### src/ctrlPkg.sv
`default_nettype none

package ctrlPkg;

	// ALU function select
	typedef enum logic [2:0] {
		AluAdd   = 3'd0,
		AluSub   = 3'd1,
		AluAnd   = 3'd2,
		AluOr    = 3'd3,
		AluXor   = 3'd4,
		AluPassB = 3'd5
	} aluOp_t;

	// Source of the result bus, zero for NOP
	typedef enum logic [1:0] {
		ResAlu   = 2'd0,
		ResShift = 2'd1,
		ResZero  = 2'd2
	} resultSel_t;

	// Datapath controls from the FSM
	typedef struct packed {
		aluOp_t     aluOp;
		logic       useImm;
		logic       shiftLoad;
		logic       shiftStep;
		logic       shiftLeft;
		resultSel_t resultSel;
		logic       regWrite;
	} ctrl_t;

endpackage

`default_nettype wire

### src/cpuPkg.sv
`default_nettype none

package cpuPkg;

	// Sizes fixed by the instruction format
	localparam int WordBits = 16;
	localparam int RegCount = 16;
	localparam int IdxBits  = $clog2(RegCount);

	// Data word and register index
	typedef logic [WordBits-1:0] word_t;
	typedef logic [IdxBits-1:0]  regIdx_t;

	// Shift distance, 0 to 15
	typedef logic [3:0] shamt_t;

	// LDI immediate before zero extension
	typedef logic [7:0] imm8_t;

	// Any code not listed behaves as NOP
	typedef enum logic [3:0] {
		OpAdd = 4'h0,
		OpSub = 4'h1,
		OpAnd = 4'h2,
		OpOr  = 4'h3,
		OpXor = 4'h4,
		OpLdi = 4'h5,
		OpShl = 4'h6,
		OpShr = 4'h7,
		OpNop = 4'hF
	} opcode_t;

	////////////////////
	// Instruction word
	////////////////////

	// LDI takes {ra, rb} as immediate, shifts take rb as the amount
	typedef struct packed {
		opcode_t opcode;
		regIdx_t rd;
		regIdx_t ra;
		regIdx_t rb;
	} instr_t;

endpackage

`default_nettype wire
### src/cpuCore.sv
`default_nettype none

module cpuCore (
	input  logic           Clk,
	input  logic           rstN,
	input  cpuPkg::instr_t instr,
	input  logic           instrValid,
	output logic           busy,
	output logic           done,
	output cpuPkg::word_t  result,
	output logic           zero
);

	import cpuPkg::*;
	import ctrlPkg::*;

	ctrl_t   ctrl;
	regIdx_t rdIdx;
	regIdx_t raIdx;
	regIdx_t rbIdx;
	word_t   imm;
	word_t   readA;
	word_t   readB;
	word_t   operandB;
	word_t   aluResult;
	word_t   shiftResult;
	logic    lastStep;

	////////////////////
	// Control
	////////////////////

	controlFsm controlFsm_inst (
		.Clk        (Clk),
		.rstN       (rstN),
		.instr      (instr),
		.instrValid (instrValid),
		.lastStep   (lastStep),
		.ctrl       (ctrl),
		.rdIdx      (rdIdx),
		.raIdx      (raIdx),
		.rbIdx      (rbIdx),
		.imm        (imm),
		.busy       (busy),
		.done       (done)
	);

	// Shift amount comes from the rb field
	stepCounter stepCounter_inst (
		.Clk      (Clk),
		.rstN     (rstN),
		.load     (ctrl.shiftLoad),
		.count    (shamt_t'(rbIdx)),
		.dec      (ctrl.shiftStep),
		.lastStep (lastStep)
	);

	////////////////////
	// Datapath
	////////////////////

	regFile regFile_inst (
		.Clk       (Clk),
		.rstN      (rstN),
		.writeEn   (ctrl.regWrite),
		.writeIdx  (rdIdx),
		.readIdxA  (raIdx),
		.readIdxB  (rbIdx),
		.writeData (result),
		.readA     (readA),
		.readB     (readB)
	);

	// Immediate replaces register B for LDI
	assign operandB = ctrl.useImm ? imm : readB;

	alu alu_inst (
		.op (ctrl.aluOp),
		.a  (readA),
		.b  (operandB),
		.y  (aluResult)
	);

	shiftUnit shiftUnit_inst (
		.Clk       (Clk),
		.rstN      (rstN),
		.load      (ctrl.shiftLoad),
		.step      (ctrl.shiftStep),
		.left      (ctrl.shiftLeft),
		.loadValue (readA),
		.value     (shiftResult)
	);

	// Result bus, also the write-back data
	always_comb
	begin
		case (ctrl.resultSel)
			ResAlu:   result = aluResult;
			ResShift: result = shiftResult;
			default:  result = '0;
		endcase
	end

	assign zero = (result == '0);

endmodule

`default_nettype wire

### src/controlFsm.sv
`default_nettype none

module controlFsm (
	input  logic            Clk,
	input  logic            rstN,
	input  cpuPkg::instr_t  instr,
	input  logic            instrValid,
	input  logic            lastStep,
	output ctrlPkg::ctrl_t  ctrl,
	output cpuPkg::regIdx_t rdIdx,
	output cpuPkg::regIdx_t raIdx,
	output cpuPkg::regIdx_t rbIdx,
	output cpuPkg::word_t   imm,
	output logic            busy,
	output logic            done
);

	import cpuPkg::*;
	import ctrlPkg::*;

	typedef enum logic [1:0] {
		Idle,
		Execute,
		Shift,
		Writeback
	} state_t;

	state_t     state;
	state_t     nextState;
	instr_t     instrQ;
	imm8_t      immByte;
	aluOp_t     decAluOp;
	resultSel_t decResult;
	logic       decUseImm;
	logic       decShift;
	logic       decWrites;

	////////////////////
	// Instruction latch
	////////////////////

	always_ff @(posedge Clk)
	begin
		if ((state == Idle) && instrValid)
		begin
			instrQ <= instr;
		end
	end

	assign rdIdx   = instrQ.rd;
	assign raIdx   = instrQ.ra;
	assign rbIdx   = instrQ.rb;
	assign immByte = {instrQ.ra, instrQ.rb};
	assign imm     = word_t'(immByte);

	////////////////////
	// Decode
	////////////////////

	always_comb
	begin
		decUseImm = 1'b0;
		decShift  = 1'b0;
		decWrites = 1'b0;
		decResult = ResZero;
		case (instrQ.opcode)
			OpAdd, OpSub, OpAnd, OpOr, OpXor:
			begin
				decResult = ResAlu;
				decWrites = 1'b1;
			end
			OpLdi:
			begin
				decResult = ResAlu;
				decWrites = 1'b1;
				decUseImm = 1'b1;
			end
			OpShl, OpShr:
			begin
				decResult = ResShift;
				decWrites = 1'b1;
				decShift  = 1'b1;
			end
			default:
			begin
				// NOP and undefined codes
				decResult = ResZero;
			end
		endcase
	end

	always_comb
	begin
		case (instrQ.opcode)
			OpSub:   decAluOp = AluSub;
			OpAnd:   decAluOp = AluAnd;
			OpOr:    decAluOp = AluOr;
			OpXor:   decAluOp = AluXor;
			OpLdi:   decAluOp = AluPassB;
			default: decAluOp = AluAdd;
		endcase
	end

	////////////////////
	// State sequencing
	////////////////////

	always_ff @(posedge Clk)
	begin
		if (!rstN)
		begin
			state <= Idle;
		end
		else
		begin
			state <= nextState;
		end
	end

	always_comb
	begin
		nextState = state;
		case (state)
			Idle:
			begin
				if (instrValid)
				begin
					nextState = Execute;
				end
			end
			Execute:
			begin
				// Zero-length shift skips straight to writeback
				if (decShift && !lastStep)
				begin
					nextState = Shift;
				end
				else
				begin
					nextState = Writeback;
				end
			end
			Shift:
			begin
				if (lastStep)
				begin
					nextState = Writeback;
				end
			end
			default:
			begin
				nextState = Idle;
			end
		endcase
	end

	// Datapath controls
	always_comb
	begin
		ctrl.aluOp     = decAluOp;
		ctrl.useImm    = decUseImm;
		ctrl.shiftLeft = (instrQ.opcode == OpShl);
		ctrl.resultSel = decResult;
		ctrl.shiftLoad = (state == Execute) && decShift;
		ctrl.shiftStep = (state == Shift);
		ctrl.regWrite  = (state == Writeback) && decWrites;
	end

	assign busy = (state != Idle);
	assign done = (state == Writeback);

endmodule

`default_nettype wire

### src/stepCounter.sv
`default_nettype none

module stepCounter (
	input  logic           Clk,
	input  logic           rstN,
	input  logic           load,
	input  cpuPkg::shamt_t count,
	input  logic           dec,
	output logic           lastStep
);

	import cpuPkg::*;

	shamt_t remaining;
	shamt_t nextRemaining;

	// Steps left once this cycle completes
	always_comb
	begin
		nextRemaining = remaining;
		if (load)
		begin
			nextRemaining = count;
		end
		else if (dec && (remaining != '0))
		begin
			nextRemaining = remaining - 1'b1;
		end
	end

	always_ff @(posedge Clk)
	begin
		if (!rstN)
		begin
			remaining <= '0;
		end
		else
		begin
			remaining <= nextRemaining;
		end
	end

	// High on load of zero, or on the final step
	assign lastStep = (nextRemaining == '0);

endmodule

`default_nettype wire

### src/shiftUnit.sv
`default_nettype none

module shiftUnit (
	input  logic          Clk,
	input  logic          rstN,
	input  logic          load,
	input  logic          step,
	input  logic          left,
	input  cpuPkg::word_t loadValue,
	output cpuPkg::word_t value
);

	// Working register, one bit per step
	always_ff @(posedge Clk)
	begin
		if (!rstN)
		begin
			value <= '0;
		end
		else if (load)
		begin
			value <= loadValue;
		end
		else if (step)
		begin
			// Logical shift, vacated bit is zero
			if (left)
			begin
				value <= value << 1;
			end
			else
			begin
				value <= value >> 1;
			end
		end
	end

endmodule

`default_nettype wire

### src/alu.sv
`default_nettype none

module alu (
	input  ctrlPkg::aluOp_t op,
	input  cpuPkg::word_t   a,
	input  cpuPkg::word_t   b,
	output cpuPkg::word_t   y
);

	import ctrlPkg::*;

	// Arithmetic wraps at 16 bits
	always_comb
	begin
		case (op)
			AluAdd:
			begin
				y = a + b;
			end
			AluSub:
			begin
				y = a - b;
			end
			AluAnd:
			begin
				y = a & b;
			end
			AluOr:
			begin
				y = a | b;
			end
			AluXor:
			begin
				y = a ^ b;
			end
			AluPassB:
			begin
				// LDI immediate arrives on b
				y = b;
			end
			default:
			begin
				y = '0;
			end
		endcase
	end

endmodule

`default_nettype wire

### src/regFile.sv
`default_nettype none

module regFile (
	input  logic            Clk,
	input  logic            rstN,
	input  logic            writeEn,
	input  cpuPkg::regIdx_t writeIdx,
	input  cpuPkg::regIdx_t readIdxA,
	input  cpuPkg::regIdx_t readIdxB,
	input  cpuPkg::word_t   writeData,
	output cpuPkg::word_t   readA,
	output cpuPkg::word_t   readB
);

	import cpuPkg::*;

	// Register storage
	word_t regs [RegCount];

	////////////////////
	// Write port
	////////////////////

	always_ff @(posedge Clk)
	begin
		if (!rstN)
		begin
			for (int i = 0; i < RegCount; i++)
			begin
				regs[i] <= '0;
			end
		end
		else if (writeEn)
		begin
			// Only the addressed register changes
			regs[writeIdx] <= writeData;
		end
	end

	////////////////////
	// Read ports
	////////////////////

	// Combinational, so a same-cycle write is not yet visible
	assign readA = regs[readIdxA];
	assign readB = regs[readIdxB];

endmodule

`default_nettype wire

### config.mk
export PLATFORM = sky130hd
export DESIGN_NAME = cpuCore
export DESIGN_NICKNAME = d
export VERILOG_FILES = /design/src/ctrlPkg.sv /design/src/cpuPkg.sv /design/src/cpuCore.sv /design/src/controlFsm.sv /design/src/stepCounter.sv /design/src/shiftUnit.sv /design/src/alu.sv /design/src/regFile.sv
export SDC_FILE = /design/constraint.sdc
export NUM_CORES = 1
export LEC_CHECK = 0
export BUFFER_PORTS_ARGS = -buffer_cell sky130_fd_sc_hd__buf_2
export CORE_ASPECT_RATIO = 1.1
export CORE_UTILIZATION = 25
export DETAILED_ROUTE_END_ITERATION = 12
export GPL_ROUTABILITY_DRIVEN = 0
export PLACE_DENSITY = 0.44
export SLEW_MARGIN = 20
export SYNTH_ARGS = -nofsm -noshare
export SYNTH_HDL_FRONTEND = slang
export SYNTH_HIERARCHICAL = 1
export SYNTH_SLANG_ARGS = --single-unit
### constraint.sdc
create_clock -name Clk -period 5.53 [get_ports Clk]
set_input_delay 1.106 -clock Clk [delete_from_list [all_inputs] [get_ports Clk]]
set_output_delay 1.106 -clock Clk [all_outputs]
set_load 0.01 [all_outputs]
==> results.md, run 1 <==
* Hold Path Sink: controlFsm_inst/state[0]$_SDFFE_PN0P_
* DP Worst Slack at -0.916 ns
* Layout cells sized above 1 at approximately two fifths
* Area leader, netlist: edfxtp_1
* Final WL at ~59000 um
* CTS Sinks at 294
* CTS tree: done
* Most common cell after layout, fill and taps aside: edfxtp_1
* CP Buf/Inv Count at 9
* Gate power share at 53.7%
* Slowest cell on crit path: mux4_2
* Ys async rst share at 0%
* DP HPWL at 42000 um
* Initial core utilization at 25.4%
* Area occupied by multi-input gates at 9500 sq um
* CP Capture Type: primary output
* Min-Delay Path Depth at 2
* Data arrival, critical path at 5.74 ns
* Leak at 8.94 nW
* R2R Path End: regFile_inst/regs[9][15]$_SDFFCE_PN0P_
* Drt wl/cell at 22.4 um
* FF-to-FF Start: controlFsm_inst/rbIdx[0]$_DFFE_PP_
* H-Tree Depth at 2
* Post-synth cell types at 84
* Iter 0 DRT Violations at 870
* Critical path required time at 4.42 ns
* TritonRoute pass-1 iters at 5
* Gr ovfl total at 0
* Syn avg cell area at 12.9 sq um
* Slowest stage delay, CP at approximately 0.42 ns
* R2R Setup Slk at -0.97 ns
* Total GRT Usage at 15.9%
* Synthesized instance count at 1427
* CP Depth at 26
* Fmax at 0.146 GHz
* Final setup vio count at between 40 and 50
* DIE AREA at ~75000 sq um
* First-pass GRT wire length at around 87000 um
* Die H at 286 um
* CTS buffer count at 37
* Cell mode on critical path: buf_12
* Max-slew violations at 0
* EDFF count, synth at 272
* RSZ-0062 raised after global routing: true
* Worst Hold Class: flip-flop to flip-flop
* Fin crit share at 124%
* Reg clk slew, reported paths at roughly 0.060 ns
* NetSw at 0.00414 W
* Post-layout nets at 1746
* Antenna Nets Post-Route at 0
* Seq pwr share at 23.9%
* Post-route setup TNS at -39.60 ns
* Placed cell count at roughly 2.5k
* FF/Latch Area at 8610 sq um
* Worst slew margin at between 20 and 30%
* Clock share of power at 22.4%
* Setup crit start kind: flip-flop
* Longest Clk Path Bufs at 3
* Chip Width at ~260 um
* Most frequent cells in the layout: edfxtp_1 (272), and2_1 (246), buf_4 (232), mux4_2 (128), a22oi_1 (58)
* Flops & latches, synth at 294
* Io pins at 38
* PortBufs at 37
* Post-route minimum period at 6.85 ns
* Skew final at between 0.02 and 0.03 ns
* Clk root buf: clkbuf_16
* Pwr/cell area at 468 nW/um^2
* WS Path Type: flip-flop to primary output
* Sw frac at between 30% and 40%
* Pin slew with the least headroom to its limit at 1.08 ns
* Violated checks: setup timing
* Cell Area, Synth at 18400 sq um
* Via count at 12.6k
* Yosys warning count at 6
* Hold_sp: controlFsm_inst/state[0]$_SDFFE_PN0P_
* Fin. Hold Viols at 0
* FP Rows at 103
* Core area at 72200 sq um
* Non-Filler Instances at 2643
* Pint at 0.00692 W
* Initial antenna violation count at 0
* Post-route DRC at 0
* Largest net degree at the start of global routing at 43
* CP delay by family, top: compound AO/OA/AOI/OAI gates
* Final Util at between 30% and 40%
* Synth Flop Type: edfxtp_1
* Share of the synthesized area in the top cell type at 44.5%
* Post-synthesis sequential area ratio at a little under half
* Vias per cell at between 4 and 5
* Outcome: complete, but fails checks
* Area Overhead vs Synth at 28.6%
* # fillers at 7151
* Latest clock arrival within the worst-skew pair at 0.57 ns
* CP max FO at 5
* Reg2Reg Depth at 40
* Max_cap viols at 0
* Worst setup margin at -1.32 ns
* Largest cells by area after synthesis: edfxtp_1 (44%), mux4_2 (16%), and2_1 (9.0%)
* Worst VDD drop at 205 uV
* Vias in the first global route at roughly 13k
## final cells by class
cell class                 instances  area share, %
multi-input combinational        959           40.2
sequential                       294           36.4
timing repair buffer             333           12.5
tap                              945           5.01
clock buffer                      40           3.97
clock inverter                    23           1.09
inverter                          48          0.784
antenna                            1         0.0106
## cells in the mapped netlist, types with 4 or more instances
master      n
a31oi_1     8
clkbuf_1   43
nand3_1    18
and3_1      4
nand2_1    55
edfxtp_1  272
nor3_1      7
a21oi_1    23
mux2i_1    45
and2_1    265
nor2_1     45
nand2b_1   27
dfxtp_1    22
xnor2_1    21
nor2_2      7
a22oi_1    67
buf_2      17
mux4_2    128
inv_1      48
o22ai_1    11
buf_1      11
nor2_4      5
o31ai_1     5
o221ai_1   19
buf_6       4
o21ai_0    30
buf_4      43
clkbuf_2   14
xor2_1      6
nor2b_1    10
mux2_2     16
ha_1       53
## metrics by stage
| step | hold slack [ns] | cell area, sq um | total power [W] |
|---|---|---|---|
| 6_report | 0.512 | 23600 | 0.0111 |
| 2_1_floorplan | 0.459 | 18500 | 0.00532 |
| 3_5_place_dp | 0.495 | 21100 | 0.00749 |
| 3_3_place_gp | 0.479 | 21100 | 0.00748 |
| 4_1_cts | 0.510 | 23100 | 0.0107 |
| 5_1_grt | 0.564 | 23600 | 0.0117 |
## power by group through the flow
stage | Clock, W | Sequential [W] | Combinational [W]
2_1_floorplan | 0 | 0.00264 | 0.00269
3_3_place_gp | 0 | 0.00269 | 0.00479
3_5_place_dp | 0 | 0.00269 | 0.00480
4_1_cts | 0.00255 | 0.00264 | 0.00546
5_1_grt | 0.00260 | 0.00266 | 0.00641
6_report | 0.00248 | 0.00264 | 0.00594
## worst min-delay path: stages (launching register included)
cell and delay, ns:
dfxtp_1 0.34, nand2_1 0.07, a32oi_1 0.05
## sequential cells by signal (all words and copies together) (netlist names)
| name | flops |
|---|---|
| stepCounter_inst/remaining | 4 |
| controlFsm_inst/state | 2 |
| controlFsm_inst/raIdx | 4 |
| controlFsm_inst/rdIdx | 4 |
| regFile_inst/regs | 256 |
| shiftUnit_inst/value | 16 |
| controlFsm_inst/rbIdx | 4 |
| controlFsm_inst/instrQ | 4 |
## repair_timing
| item | CTS | global route |
|---|---|---|
| gates cloned | 3 | 1 |
| pin swaps | 26 | 20 |
| endpoints found under the setup margin | 37 | 94 |
| buffers inserted | 32 | 30 |
| hold buffers | 0 | 0 |
| endpoints found under the hold margin | 0 | 0 |
| resized for setup | 94 | 85 |
## logic make-up after synthesis
kind of cell / synth area share (%)
simple gates: 16.3
flops: 46.9
compound gates: 7.62
mux: 19.1
buf+inv: 5.00
fa+ha+maj: 3.72
xor+xnor: 1.29
other cells: 0.0204
## layer usage
metal | global-route usage [%] | vias to the layer above | wire length, um
li1 | - | 5843 | -
met1 | 19.8 | 6458 | 25300
met2 | 28.4 | 222 | 30400
met3 | 1.83 | 95 | 1830
met4 | 4.85 | 0 | 1590
met5 | 0 | - | 0
## how the worst max path moves through the flow
stage	from	endpoint	slack, ns
global route	controlFsm_inst/rbIdx[0]$_DFFE_PP_	zero	-1.63
detailed placement	controlFsm_inst/rbIdx[0]$_DFFE_PP_	result[12]	-0.92
CTS	controlFsm_inst/rbIdx[0]$_DFFE_PP_	zero	-1.33
global placement	controlFsm_inst/rbIdx[0]$_DFFE_PP_	zero	-0.83
finish	controlFsm_inst/rbIdx[0]$_DFFE_PP_	zero	-1.32
floorplan	controlFsm_inst/rbIdx[0]$_DFFE_PP_	zero	-0.34
Power figures use the tool's default switching activity.
==> run 2, diff against run 1 <==
--- a/config.mk
+++ b/config.mk
@@ -5,12 +5,15 @@
 export SDC_FILE = /design/constraint.sdc
 export NUM_CORES = 1
 export LEC_CHECK = 0
+export ABC_AREA = 1
 export BUFFER_PORTS_ARGS = -buffer_cell sky130_fd_sc_hd__buf_2
+export CELL_PAD_IN_SITES_DETAIL_PLACEMENT = 1
+export CELL_PAD_IN_SITES_GLOBAL_PLACEMENT = 1
 export CORE_ASPECT_RATIO = 1.1
 export CORE_UTILIZATION = 25
 export DETAILED_ROUTE_END_ITERATION = 12
 export GPL_ROUTABILITY_DRIVEN = 0
-export PLACE_DENSITY = 0.44
+export PLACE_DENSITY = 0.6
 export SLEW_MARGIN = 20
 export SYNTH_ARGS = -nofsm -noshare
 export SYNTH_HDL_FRONTEND = slang
==> run 2 against run 1 <==
Net effect:
- the run still ends with setup timing left
- setup slack better by 0.87 ns
- critical path type unchanged
- critical endpoint unchanged
- via count up 52%
- routed wire length up 46%
- largest cell class unchanged
- register-to-register slack better by 1.7 ns
- critical path depth up 8
- worst hold slack better by 0.026 ns
==> results.md, run 2 <==
* Worst VDD drop at 424 uV (+110%)
* Synthesized instance count at 2716 (+90%)
* CTS Sinks at 294 (unchanged)
* Post-synth cell types at 48 (-43%)
* R2R Path End: regFile_inst/regs[15][13]$_SDFFCE_PN0P_
* Post-layout nets at 2890 (+66%)
* Data arrival, critical path at 4.87 ns (-0.87 ns)
* Final WL at 86500 um (+46%)
* Largest cells by area after synthesis: edfxtp_1 (41%), nand2_1 (15%), nand3_1 (12%)
* CTS tree: done
* CP Depth at 34 (+31%)
* Gr ovfl total at 0 (unchanged)
* # fillers at 9400 (+31%)
* Longest Clk Path Bufs at 3 (unchanged)
* Most Crowded Layer GR: met2
* WS Path Type: flip-flop to primary output
* Top reg by flops: regFile_inst/regs
* CP max FO at 8 (+3)
* Reg clk slew, reported paths at 0.07 ns (about the same)
* Sw frac at 48.1% (+11 points)
* Worst setup endpoint: zero
* Area Overhead vs Synth at 23.4%
* Core area at 77800 sq um (+7.8%)
* Total GRT Usage at 21.1% (+5.2 points)
* Chip Width at 270 um (+3.7%)
* Largest regs: regFile_inst/regs (256), shiftUnit_inst/value (16)
* Critical path required time at 4.42 ns (about the same)
* First-pass GRT wire length at 128000 um (+46%)
* Area occupied by multi-input gates at 9500 sq um (about the same)
* Fmax at 0.167 GHz (+15%)
* Slowest stage delay, CP at 0.38 ns (-0.04 ns)
* Pin slew with the least headroom to its limit at 1.03 ns (-0.0578 ns)
* TritonRoute pass-1 iters at 5 (unchanged)
* PortBufs at 37 (unchanged)
* Top-count cell post-synth: nand2_1
* R2R Setup Slk at 0.74 ns (+1.71 ns)
* Fin. Hold Viols at 0 (unchanged)
* Die H at 297 um (+3.7%)
* Violated checks: setup timing
* Synth Flop Type: edfxtp_1
* Final instance area at 24400 sq um (+3.2%)
* Worst setup margin at -0.447 ns (+0.869 ns)
* M1 GR Usage at 25.4% (+5.6 points)
* NetSw at 0.00628 W (+51%)
* Initial antenna violation count at 2 (+2)
* Clock share of power at 19.2% (-3.2 points)
* Met3 GRT Util at 2.26% (+0.44 points)
* Layout cells sized above 1 at 18.8% (-22 points)
* FF/Latch Area at 8610 sq um (unchanged)
* Yosys warning count at 6 (unchanged)
* DIE AREA at 80100 sq um (+7.5%)
* Most frequent cells in the layout: nand2_1 (723), nand3_1 (449), inv_1 (371), nor2_1 (287), edfxtp_1 (272)
* Io pins at 38 (unchanged)
* Setup crit start kind: flip-flop
* Initial core utilization at 25.4% (-0.051 points)
* CP Capture Type: primary output
* Seq pwr share at 20.1% (-3.8 points)
* Slowest cell on crit path: edfxtp_1
* Largest net degree at the start of global routing at 66 (+53%)
* Antenna Nets Post-Route at 0 (unchanged)
* EDFF count, synth at 272 (unchanged)
* CP delay by family, top: simple AND/OR/NAND/NOR gates
* Diode count at 0 (-1)
* Post-route minimum period at 5.98 ns (-0.869 ns)
* Worst hold margin at 0.538 ns (+0.0258 ns)
* Final setup vio count at 7 (-85%)
* Cell mode on critical path: nand2_2
* Area leader, netlist: edfxtp_1
* Share of the synthesized area in the top cell type at 41.4% (-3.1 points)
* Pwr/cell area at 536 nW/um^2 (+14%)
* H-Tree Depth at 2 (unchanged)
* Post-route DRC at 0 (unchanged)
* Clk root buf: clkbuf_16
* Met2 Track Usage GR at 36.3% (+7.9 points)
* Leak at 11.1 nW (+24%)
* Flops & latches, synth at 294 (unchanged)
* Worst Hold Class: flip-flop to flip-flop
* Max reg flops at 256 (unchanged)
* Ys async rst share at 0% (unchanged)
* Latest clock arrival within the worst-skew pair at 0.57 ns (about the same)
* Drt wl/cell at 22.3 um (-0.32%)
* FF-to-FF Start: controlFsm_inst/rbIdx[0]$_DFFE_PP_
* Post-synth top cells: nand2_1 (779), nand3_1 (490), inv_1 (389)
* Gate power share at 60.6% (+6.9 points)
* Max_cap viols at 0 (unchanged)
* Post-synthesis sequential area ratio at 43.6% (-3.3 points)
* Syn avg cell area at 7.27 sq um (-43%)
* Max-slew violations at 0 (unchanged)
* Vias per cell at 4.93 (+3.3%)
* FP Rows at 107 (+3.9%)
* CTS buffer count at 37 (unchanged)
* RSZ-0062 raised after global routing: true
* Crit path from: controlFsm_inst/rbIdx[0]$_DFFE_PP_
* CP Buf/Inv Count at 9 (unchanged)
* Outcome: complete, but fails checks
* Hold_buf cts at 0 (unchanged)
* Skew final at 0.0257 ns (-0.000816 ns)
* Most common cell after layout, fill and taps aside: nand2_1
* DP HPWL at 59300 um (+41%)
* Worst slew margin at 31.5% (+3.8 points)
* Placed cell area at 21700 sq um (+2.9%)
* Cell Area, Synth at 19700 sq um (+7.6%)
* Iter 0 DRT Violations at 1407 (+62%)
* Vias in the first global route at 20.1k (+53%)
* Pint at 0.00678 W (-2.0%)
* Reg2Reg Depth at 33 (-18%)
* Fin crit share at 108% (-16 points)
* Via count at 19.1k (+52%)
## run 2: cell types whose count changed in the layout (fill, tap and decap cells not counted), moves of 128 or more
| cell | before | now |
|---|---|---|
| and2_1 | 246 | 0 |
| nand3_1 | 16 | 449 |
| mux4_2 | 128 | 0 |
| nand2_1 | 49 | 723 |
| nor2_1 | 35 | 287 |
| inv_1 | 44 | 371 |
## run 2: cell families (layout without fill, tap and decap cells)
group	Yosys count	count (layout)	share of synthesized area, %
AND/OR/NAND/NOR	1639	1639	35.7
buffers and inverters	592	713	12.4
flip-flops	294	294	43.6
AO/OA/AOI/OAI	107	107	3.40
adder cells (fa/ha/maj)	54	54	3.46
multiplexers	16	16	0.912
XOR/XNOR	13	13	0.577
other	1	8	0.0190
## run 2: routing by layer
| metal | part of all wire, % | vias up |
|---|---|---|
| li1 | - | 8833 |
| met1 | 41 | 9567 |
| met2 | 49 | 551 |
| met3 | 4.7 | 184 |
| met4 | 5.7 | 2 |
| met5 | 0.022 | - |
## run 2: worst min-delay path by stage
stage,from,endpoint,cells past startpoint
finish,shiftUnit_inst/value[1]$_SDFFE_PN0P_,shiftUnit_inst/value[0]$_SDFFE_PN0P_,2
global route,controlFsm_inst/state[0]$_SDFFE_PN0P_,controlFsm_inst/state[0]$_SDFFE_PN0P_,2
CTS,shiftUnit_inst/value[1]$_SDFFE_PN0P_,shiftUnit_inst/value[0]$_SDFFE_PN0P_,2
detailed placement,shiftUnit_inst/value[1]$_SDFFE_PN0P_,shiftUnit_inst/value[0]$_SDFFE_PN0P_,2
global placement,controlFsm_inst/state[0]$_SDFFE_PN0P_,controlFsm_inst/state[0]$_SDFFE_PN0P_,2
floorplan,controlFsm_inst/state[0]$_SDFFE_PN0P_,controlFsm_inst/state[0]$_SDFFE_PN0P_,2
## run 2: timing repair
action,4_1_cts,5_1_grt
setup endpoints to repair,12,12
gates resized for setup,134,117
pin swaps,47,82
cloned,2,3
setup buffers,18,23
## run 2: power groups by stage
stage	sequential [W]	clock, W	combinational, W
floorplan	0.00263	0	0.00358
global placement	0.00267	0	0.00640
detailed placement	0.00267	0	0.00650
CTS	0.00263	0.00256	0.00720
global route	0.00264	0.00263	0.00843
finish	0.00263	0.00251	0.00792
## run 2: per-stage QoR
step	util, %	setup slack, ns	power (W)	TNS [ns]	instances
detailed placement	28.0	-0.161	0.00918	-0.161	3769
finish	31.3	-0.447	0.0131	-1.35	3879
global placement	28.0	-0.0913	0.00906	-0.0913	3769
floorplan	-	0.288	0.00620	0	2723
CTS	30.5	-0.449	0.0124	-1.47	3854
global route	31.3	-0.722	0.0137	-3.47	3879
## run 2: cell type report
cell class              count  area share, %
well taps                1035           5.31
clock inverters            21          0.976
clock buffers              45           4.01
multi-input cells        1837           39.0
flip-flops and latches    294           35.3
repair buffers            239           8.99
inverters                 408           6.40
## run 2: worst register-to-register path, delay by kind of cell, from the launching register on
kind	cells	cell delay, ns
compound gates	2	0.25
flops	1	0.38
buf+inv	11	1.47
fa+ha+maj	1	0.26
mux	1	0.32
simple gates	17	1.65
xor+xnor	1	0.18
